### src/ifetch_settings.svh
`ifndef IFETCH_SETTINGS_SVH
`define IFETCH_SETTINGS_SVH

// byte address and instruction word.
`define IFETCH_ADDR_W 16
`define IFETCH_WORD_W 32

// direct mapped, one word per line.
`define IFETCH_LINES 16

// address split: tag | index | byte offset.
`define IFETCH_INDEX_LSB 2
`define IFETCH_INDEX_MSB 5
`define IFETCH_TAG_LSB 6

`endif
### src/fetch_pkg.sv
package fetch_pkg;

    // wait holds a live request, discard one made stale by a redirect.
    typedef enum logic [1:0]
    {
        fetch_issue,
        fetch_wait,
        fetch_discard
    } fetch_state_t;

endpackage

### src/cache_pkg.sv
`include "ifetch_settings.svh"

package cache_pkg;

    typedef logic [`IFETCH_ADDR_W-1:0] addr_t; // byte address.
    typedef logic [`IFETCH_WORD_W-1:0] word_t; // one instruction.
    typedef logic [`IFETCH_INDEX_MSB-`IFETCH_INDEX_LSB:0] index_t;
    typedef logic [`IFETCH_ADDR_W-`IFETCH_TAG_LSB-1:0] tag_t;

    typedef enum logic [1:0]
    {
        cache_idle,
        cache_lookup,
        cache_refill
    } cache_state_t;

endpackage

### src/ifetch_top.sv
module ifetch_top import cache_pkg::*;
(
    input  logic  clk,
    input  logic  rst,
    input  logic  stall,
    input  logic  redirect,
    input  addr_t redirect_pc,
    input  logic  invalidate,
    output logic  inst_valid,
    output word_t inst,
    output addr_t inst_pc,
    output logic  mem_req_valid,
    output addr_t mem_req_addr,
    input  logic  mem_ready,
    input  word_t mem_data
);

    logic   fetch_req;
    addr_t  fetch_addr;
    logic   accept;
    logic   resp_valid;
    word_t  resp_data;
    index_t lookup_index;
    tag_t   lookup_tag;
    logic   hit;
    word_t  hit_data;
    logic   fill_en;
    index_t fill_index;
    tag_t   fill_tag;
    word_t  fill_data;

    pc_gen u_pc_gen
    (
        .clk         (clk),
        .rst         (rst),
        .stall       (stall),
        .redirect    (redirect),
        .redirect_pc (redirect_pc),
        .fetch_req   (fetch_req),
        .fetch_addr  (fetch_addr),
        .accept      (accept),
        .resp_valid  (resp_valid),
        .resp_data   (resp_data),
        .inst_valid  (inst_valid),
        .inst        (inst),
        .inst_pc     (inst_pc)
    );

    icache_ctrl u_icache_ctrl
    (
        .clk           (clk),
        .rst           (rst),
        .fetch_req     (fetch_req),
        .fetch_addr    (fetch_addr),
        .accept        (accept),
        .resp_valid    (resp_valid),
        .resp_data     (resp_data),
        .lookup_index  (lookup_index),
        .lookup_tag    (lookup_tag),
        .hit           (hit),
        .hit_data      (hit_data),
        .fill_en       (fill_en),
        .fill_index    (fill_index),
        .fill_tag      (fill_tag),
        .fill_data     (fill_data),
        .mem_req_valid (mem_req_valid),
        .mem_req_addr  (mem_req_addr),
        .mem_ready     (mem_ready),
        .mem_data      (mem_data)
    );

    icache_array u_icache_array
    (
        .clk          (clk),
        .rst          (rst),
        .invalidate   (invalidate),
        .lookup_index (lookup_index),
        .lookup_tag   (lookup_tag),
        .hit          (hit),
        .hit_data     (hit_data),
        .fill_en      (fill_en),
        .fill_index   (fill_index),
        .fill_tag     (fill_tag),
        .fill_data    (fill_data)
    );

endmodule

### src/pc_gen.sv
module pc_gen import cache_pkg::*, fetch_pkg::*;
(
    input  logic  clk,
    input  logic  rst,
    input  logic  stall,
    input  logic  redirect,
    input  addr_t redirect_pc,
    output logic  fetch_req,
    output addr_t fetch_addr,
    input  logic  accept,
    input  logic  resp_valid,
    input  word_t resp_data,
    output logic  inst_valid,
    output word_t inst,
    output addr_t inst_pc
);

    fetch_state_t state;
    addr_t        pc;
    logic         out_full;
    word_t        inst_q;
    addr_t        inst_pc_q;

    assign fetch_req  = (state == fetch_issue) && !stall && !redirect;
    assign fetch_addr = pc;

    // a redirect squashes the word behind the branch.
    assign inst_valid = out_full && !stall && !redirect;
    assign inst       = inst_q;
    assign inst_pc    = inst_pc_q;

    always_ff @(posedge clk)
    begin
        if (rst)
        begin
            state    <= fetch_issue;
            pc       <= '0;
            out_full <= 1'b0;
        end
        else
        begin
            if (inst_valid || redirect)
                out_full <= 1'b0;
            case (state)
                fetch_issue:
                    if (accept)
                        state <= fetch_wait;
                fetch_wait:
                begin
                    if (redirect)
                    begin
                        state <= resp_valid ? fetch_issue : fetch_discard;
                    end
                    else if (resp_valid)
                    begin
                        out_full <= 1'b1;
                        pc       <= pc + addr_t'(4);
                        state    <= fetch_issue;
                    end
                end
                fetch_discard:
                    if (resp_valid)
                        state <= fetch_issue; // stale word dropped.
                default:
                    state <= fetch_issue;
            endcase
            if (redirect)
                pc <= redirect_pc;
        end
    end

    always_ff @(posedge clk)
    begin
        if (state == fetch_wait && resp_valid)
        begin
            inst_q    <= resp_data;
            inst_pc_q <= pc;
        end
    end

endmodule

### src/icache_ctrl.sv
`include "ifetch_settings.svh"

module icache_ctrl import cache_pkg::*;
(
    input  logic   clk,
    input  logic   rst,
    input  logic   fetch_req,
    input  addr_t  fetch_addr,
    output logic   accept,
    output logic   resp_valid,
    output word_t  resp_data,
    output index_t lookup_index,
    output tag_t   lookup_tag,
    input  logic   hit,
    input  word_t  hit_data,
    output logic   fill_en,
    output index_t fill_index,
    output tag_t   fill_tag,
    output word_t  fill_data,
    output logic   mem_req_valid,
    output addr_t  mem_req_addr,
    input  logic   mem_ready,
    input  word_t  mem_data
);

    cache_state_t state;
    cache_state_t state_next;
    addr_t        addr_q;

    assign accept = (state == cache_idle) && fetch_req;

    assign lookup_index = addr_q[`IFETCH_INDEX_MSB:`IFETCH_INDEX_LSB];
    assign lookup_tag   = addr_q[`IFETCH_ADDR_W-1:`IFETCH_TAG_LSB];

    assign resp_valid = (state == cache_lookup) && hit;
    assign resp_data  = hit_data;

    // request held through the whole refill state.
    assign mem_req_valid = (state == cache_refill);
    assign mem_req_addr  = {addr_q[`IFETCH_ADDR_W-1:`IFETCH_INDEX_LSB],
                            {`IFETCH_INDEX_LSB{1'b0}}};

    assign fill_en    = (state == cache_refill) && mem_ready;
    assign fill_index = lookup_index;
    assign fill_tag   = lookup_tag;
    assign fill_data  = mem_data;

    always_comb
    begin
        state_next = state;
        case (state)
            cache_idle:
                if (fetch_req)
                    state_next = cache_lookup;
            cache_lookup:
                state_next = hit ? cache_idle : cache_refill;
            cache_refill:
                if (mem_ready)
                    state_next = cache_lookup; // second lookup now hits.
            default:
                state_next = cache_idle;
        endcase
    end

    always_ff @(posedge clk)
    begin
        if (rst)
            state <= cache_idle;
        else
            state <= state_next;
    end

    always_ff @(posedge clk)
    begin
        if (accept)
            addr_q <= fetch_addr;
    end

endmodule

### src/icache_array.sv
`include "ifetch_settings.svh"

module icache_array import cache_pkg::*;
(
    input  logic   clk,
    input  logic   rst,
    input  logic   invalidate,
    input  index_t lookup_index,
    input  tag_t   lookup_tag,
    output logic   hit,
    output word_t  hit_data,
    input  logic   fill_en,
    input  index_t fill_index,
    input  tag_t   fill_tag,
    input  word_t  fill_data
);

    logic [`IFETCH_LINES-1:0] valid;
    tag_t                     tag_mem  [`IFETCH_LINES];
    word_t                    data_mem [`IFETCH_LINES];

    assign hit      = valid[lookup_index] && (tag_mem[lookup_index] == lookup_tag);
    assign hit_data = data_mem[lookup_index];

    always_ff @(posedge clk)
    begin
        if (rst || invalidate)
        begin
            valid <= '0; // wins over a fill in the same cycle.
        end
        else if (fill_en)
        begin
            valid[fill_index] <= 1'b1;
        end
    end

    always_ff @(posedge clk)
    begin
        if (fill_en)
        begin
            tag_mem[fill_index]  <= fill_tag;
            data_mem[fill_index] <= fill_data;
        end
    end

endmodule

### config.mk
export PLATFORM = sky130hd
export DESIGN_NAME = ifetch_top
export DESIGN_NICKNAME = d
export VERILOG_FILES = /design/src/fetch_pkg.sv /design/src/cache_pkg.sv /design/src/ifetch_top.sv /design/src/pc_gen.sv /design/src/icache_ctrl.sv /design/src/icache_array.sv
export VERILOG_INCLUDE_DIRS = /design/src
export SDC_FILE = /design/constraint.sdc
export NUM_CORES = 1
export LEC_CHECK = 0
export ABC_AREA = 1
export ABC_CLOCK_PERIOD_IN_PS = 4800
export BUFFER_PORTS_ARGS = -buffer_cell sky130_fd_sc_hd__clkbuf_2
export CAP_MARGIN = 0
export CORE_ASPECT_RATIO = 1.1
export CORE_UTILIZATION = 60
export DETAILED_ROUTE_END_ITERATION = 10
export GPL_TIMING_DRIVEN = 0
export PLACE_DENSITY = 0.76
export SYNTH_ARGS = -nofsm -noshare
export SYNTH_HDL_FRONTEND = slang
export SYNTH_SLANG_ARGS = --single-unit
export TNS_END_PERCENT = 1
### constraint.sdc
create_clock -name clk -period 4.8 [get_ports clk]
set_input_delay 0.96 -clock clk [delete_from_list [all_inputs] [get_ports clk]]
set_output_delay 0.96 -clock clk [all_outputs]
set_load 0.03 [all_outputs]
== Yosys cells after proc, flatten, opt, wreduce, memory -nomap -nowiden ==
Memory sizes are Yosys's and may differ from the RTL's. A register that Yosys moved wholly into a read port is not among the register bits.
Index checks and enable logic that the tools add are counted.

* Memories: 2
* Logic and storage cells: 64
* Flip-flop bits (word level): 69
* Memory bits (writable): 672

{| class="wikitable"
|+ Memories
! memory !! words !! bits a word !! read ports !! clocked after Yosys merged registers in !! wr ports !! line !! text
|-
| u_icache_array.data_mem || 16 || 32 || 1 || 1 || 1 || icache_array.sv:20 || <nowiki>word_t data_mem [`IFETCH_LINES];</nowiki>
|-
| u_icache_array.tag_mem || 16 || 10 || 1 || 1 || 1 || icache_array.sv:19 || <nowiki>tag_t tag_mem [`IFETCH_LINES];</nowiki>
|}

* Equality and inequality tests: 8
* Mux-type cells: 23
* Add/subtract/negate cells: 1
* Order comparisons: 2
* Bitwise operators: 1
* Reductions and logical operators: 20

{| class="wikitable"
|+ Operators with widths
! operator !! number
|-
| $mux W16 || 3
|-
| $add A16 B3 Y16 const B || 1
|-
| $or A16 B16 Y16 || 1
|-
| $mux W2 || 7
|-
| $pmux W2 S3 || 2
|-
| $eq A10 B10 Y1 || 1
|-
| $logic_and A1 B1 Y1 || 10
|-
| $mux W1 || 8
|-
| $lt A4 B5 Y1 const B || 1
|-
| $bmux W1 S4 || 1
|-
| $demux W1 S4 || 1
|-
| $eq A2 B1 Y1 const B || 2
|-
| $eq A2 B2 Y1 const B || 2
|-
| $ge A4 B1 Y1 const B || 1
|-
| $logic_not A2 Y1 || 2
|-
| $mux W4 || 1
|-
| $ne A2 B1 Y1 const B || 2
|-
| $reduce_and A2 Y1 || 2
|-
| $reduce_bool A2 Y1 || 2
|-
| $logic_not A1 Y1 || 2
|-
| $logic_or A1 B1 Y1 || 2
|-
| $ne A2 B2 Y1 const B || 1
|}

== Depth between registers and ports, before layout ==
* Depth after elaboration: 8
* Mapped depth: 19

== Cells and area by module ==
Synthesis repeated with hierarchy kept, for this count alone.

* Cells, all modules: 2442
* Area, all modules: 31187.4 um2

{| class="wikitable"
|+ Modules (own cells, without submodules)
! module !! seq. area each (um2) !! times used !! cells an instance !! area each (um2)
|-
| icache_array || 20499.7 || 1 || 2101 || 27352.5
|-
| pc_gen || 1821.7 || 1 || 216 || 2592.5
|-
| icache_ctrl || 460.4 || 1 || 125 || 1242.4
|}

== Least setup slack after synthesis ==
No wires, ideal clock.

* Path type: flip-flop to flip-flop
* Start: register u_icache_ctrl.addr_q[2]
* End: memory u_icache_array.data_mem[13][0] (netlist name), enable pin
* Cell stages (with the launch flop): 8
* Period minus slack after synthesis: 3.989 ns
* Data required time: 4.357 ns
* Arrival: 3.546 ns
* Path slack: 0.811 ns
* Cell sequence: edfxtp_1 -> buf_2 -> inv_1 -> nor2_1 -> clkbuf_1 -> clkbuf_1 -> nand2_1 -> nor2_1

{| class="wikitable"
|+ RTL lines
! element !! line !! text
|-
| from (decl) || icache_ctrl.sv:28 || <nowiki>addr_t addr_q;</nowiki>
|-
| from (signal assigned) || icache_ctrl.sv:76 || <nowiki>addr_q <= fetch_addr;</nowiki>
|-
| to (decl) || icache_array.sv:20 ||
|}

No word-level cell before the write port.

== Worst setup path in the final report ==
* Start: register u_icache_ctrl.addr_q[2]
* End: memory u_icache_array.data_mem[9][17] (netlist name), enable pin

No word-level cell before the write port.

==> impl_metrics.json <==
{
  "core_um2": 48000,
  "worst_slew_pin_slew_ps": 1300,
  "grt_pass1_wl_um": 119000,
  "antenna_found_initial": 2,
  "timing.final.crit_share_pct": 88.7,
  "grt-ovfl-total": 0,
  "cp_slowest_cell": "nor2_4",
  "ys_ff_latch": 775,
  "ys_warn_count": 0,
  "cts_buffer_depth": 3,
  "synthesis.area_um2": 29400,
  "rr_worst_depth": 9,
  "final-hold-violation-count": 0,
  "die_area_um2": 49800,
  "drt_first_pass_iters": 6,
  "areaGrowthSynthToFinish_pct": 16.0,
  "drive_gt1_share_pct": 13.4,
  "switchingPower_w": 0.00325,
  "initial_core_util_pct": 61.2,
  "total_power_w": 0.0143,
  "std_cell_rows": 84,
  "crit_type": "flop to flop",
  "r2r_start": "u_icache_ctrl.addr_q[2]",
  "finalSetupViolCount": 0,
  "drc": 0,
  "outcome": "complete, no violations",
  "critPathLaunchType": "flop",
  "seqPwrFrac_pct": 52.5,
  "post_cts_buffers": 0,
  "hold_start": "u_pc_gen.fetch_addr[1]",
  "maxSlewViolCount": 0,
  "holdBufCountCts": 0,
  "port_buffers": 115,
  "ff2ff_setup_slack_ps": 540,
  "hold_path_class": "flop to flop",
  "routedWlPerCell_um": 27.8,
  "p_int_w": 0.0110,
  "fin_area_um2": 34100,
  "rsz0062_at_grt": "false",
  "drt-total-wl_um": 82900,
  "hold_end": "u_pc_gen.inst_pc[1]",
  "cts_resized": 0,
  "cts.clk_slew.worst_paths_ps": 60,
  "track_usage_pct": 33.5,
  "drtAntennaViolNets": 0,
  "viasPerCell": 6.52,
  "slowest_delay_ps": 700,
  "p_per_area_nw_per_um2": 419,
  "cp_num_buf_inv": 6,
  "combPwrFrac_pct": 6.8,
  "vias": 19465,
  "endpoint_kind": "flop",
  "whs_path_depth": 0,
  "crit_chain": "buf_2 -> inv_1 -> nor2_1 -> clkbuf_1 -> clkbuf_1 -> nand2_1 -> nor2_4 -> buf_16 -> buf_12",
  "p_sw_share_pct": 22.8,
  "relSlewSlack_pct": 13.5,
  "grt_max_degree": 27,
  "fmax_ghz": 0.235,
  "worstPathArrival_ps": 4560,
  "die_y_um": 234,
  "required_ps": 5100,
  "crit_top_cell": "clkbuf_1",
  "fin_crit_ps": 4260,
  "n_fill_cell": 3031,
  "die_w_um": 213,
  "clock_latency_ps": 640,
  "ff_latch_area_um2": 22900,
  "cts_tree": "yes",
  "power.leakage_nw": 11.8,
  "seq_area_frac_synth_pct": 77.8,
  "cts_root_buffer": "clkbuf_16",
  "cts_buffers": 74,
  "multi_input_area_um2": 5680,
  "worst_clock_skew_ps": 34.4,
  "synth_cell_types": 34,
  "place_hpwl_um": 49700,
  "synthCells": 2056,
  "cap_viol_max_count": 0,
  "num_io_pins": 120,
  "gp_congestion": 0.919,
  "cts.sinks": 775,
  "final_nets": 2337,
  "crit-reg2reg-capture": "u_icache_array.data_mem[9][17]",
  "syn_area_per_cell_um2": 14.3,
  "place_area_um2": 31700,
  "htreeDepth": 3,
  "ir_drop_uv": 282,
  "crit_family": "buffers and inverters",
  "drt-initial-drc-count": 2876,
  "cp_max_fo": 18,
  "clockPowerShare_pct": 40.7,
  "grt_pass1_vias": 19304
}
-- worst register-to-register path, stage by stage, from the launching register on --
cell and delay (ps):
edfxtp_1 350, buf_2 240, inv_1 180, nor2_1 280
clkbuf_1 660, clkbuf_1 600, nand2_1 460, nor2_4 700
buf_16 260, buf_12 210
-- per-stage QoR --
step | std cells | TNS [ps] | util [%] | hold slack, ps | setup slack, ps
after floorplan | 2057 | 0 | - | 403 | 811
after global placement | 2817 | -1141260 | 64.0 | 409 | -2230
after detailed placement | 2851 | 0 | 65.9 | 420 | 767
after CTS | 2985 | 0 | 70.9 | 430 | 691
after global routing | 2986 | 0 | 70.9 | 442 | 551
final | 2987 | 0 | 70.9 | 431 | 541
-- power by group through the flow --
stage	sequential, W	clock [W]	combinational (W)
2_1_floorplan	0.00764	0	0.000520
4_1_cts	0.00750	0.00581	0.000942
6_report	0.00750	0.00581	0.000969
5_1_grt	0.00750	0.00605	0.00102
3_3_place_gp	0.00764	0	0.000888
3_5_place_dp	0.00764	0	0.000927
-- registers in the layout, indices dropped and copies added, names as in the netlist, named ones only --
name,flops
u_pc_gen.fetch_addr,16
u_icache_array.data_mem,512
u_pc_gen.out_full,1
u_pc_gen.inst,32
u_pc_gen.state,2
u_icache_array.valid,16
u_pc_gen.inst_pc,16
u_icache_ctrl.addr_q,14
u_icache_ctrl.state,2
u_icache_array.tag_mem,160
-- cell usage in the layout (no fill, tap or decap), types with 4 or more instances in the layout --
cell       instances
or4_1             32
nor2_1            91
buf_4              8
a22oi_1          256
clkbuf_2         115
inv_1            110
buf_6              6
clkinv_1          12
nand3_1          139
clkbuf_16         76
buf_12            18
nor2_4            16
nor3_1             4
buf_1              8
inv_6              5
buf_2             18
edfxtp_1         734
clkbuf_1          91
buf_16            15
dfxtp_1           41
nand2_1          298
bufinv_16          7
o211ai_1           7
o21ai_0           35
a21oi_1          151
clkinv_2          11
-- cells by family (layout without fill, tap and decap cells) --
logic type	count (synthesis)	after routing	synth area share (%)
and+or+nand+nor	593	593	8.77
other	1	4	0.0128
xor gates and xnor gates	2	2	0.0596
buffers and inverters	229	512	3.25
adders and majority gates	1	1	0.0426
AOI/OAI and AO/OA	455	455	10.0
DFF	775	775	77.8
-- how the worst max path moves through the flow --
stage	from	end	slack, ps	cells past startpoint
final	u_icache_ctrl.addr_q[2]	u_icache_array.data_mem[9][17]	540	9
after global routing	u_icache_ctrl.addr_q[2]	u_icache_array.data_mem[9][23]	550	9
after CTS	u_icache_ctrl.addr_q[2]	u_icache_array.data_mem[9][17]	690	9
after detailed placement	u_icache_ctrl.addr_q[2]	u_icache_array.data_mem[9][21]	770	9
after global placement	u_icache_ctrl.addr_q[2]	u_icache_array.tag_mem[5][5]	-2230	7
after floorplan	u_icache_ctrl.addr_q[2]	u_icache_array.data_mem[13][0]	810	7
-- layer usage --
| metal | routed length, µm | up-vias | track usage (%) |
|---|---|---|---|
| met4 | 4640 | 0 | 19.9 |
| met2 | 39800 | 1593 | 54.0 |
| met5 | 0 | - | 0 |
| li1 | - | 8182 | - |
| met1 | 28100 | 9375 | 42.4 |
| met3 | 10400 | 315 | 6.64 |
-- Yosys cell counts --
library cell	count	share of area, %
o21ai_1	3	0.051
a22o_1	1	0.030
edfxtp_1	734	75
xor2_1	2	0.060
nand3_1	139	2.4
nor2_1	107	1.4
conb_1	1	0.013
inv_2	1	0.013
o21ai_0	35	0.60
or4_1	32	0.82
o211ai_1	7	0.18
a31oi_1	1	0.021
buf_4	8	0.20
nand3b_1	2	0.051
clkinv_1	3	0.038
a22oi_1	256	6.5
nand2_4	1	0.038
nand3_2	1	0.034
inv_1	111	1.4
nor3_1	5	0.085
ha_1	1	0.043
dfxtp_1	41	2.8
buf_2	18	0.31
o2111a_1	1	0.038
a21oi_1	151	2.6
inv_4	2	0.043
buf_1	8	0.10
nor3b_1	1	0.026
nand4_1	3	0.064
buf_6	5	0.19
clkbuf_1	73	0.93
nand4_2	1	0.043
nor2_2	3	0.064
nand2_1	298	3.8
-- cell type report --
class | count | area share, %
timing repair buffer | 149 | 3.99
multi-input combinational | 1053 | 16.7
clock buffer | 95 | 5.82
tap | 645 | 2.37
sequential | 775 | 67.1
antenna | 2 | 0.0147
clock inverter | 39 | 1.22
inverter | 117 | 1.30
buffer | 112 | 1.50
No activity file was read; power rests on OpenSTA's default activity.
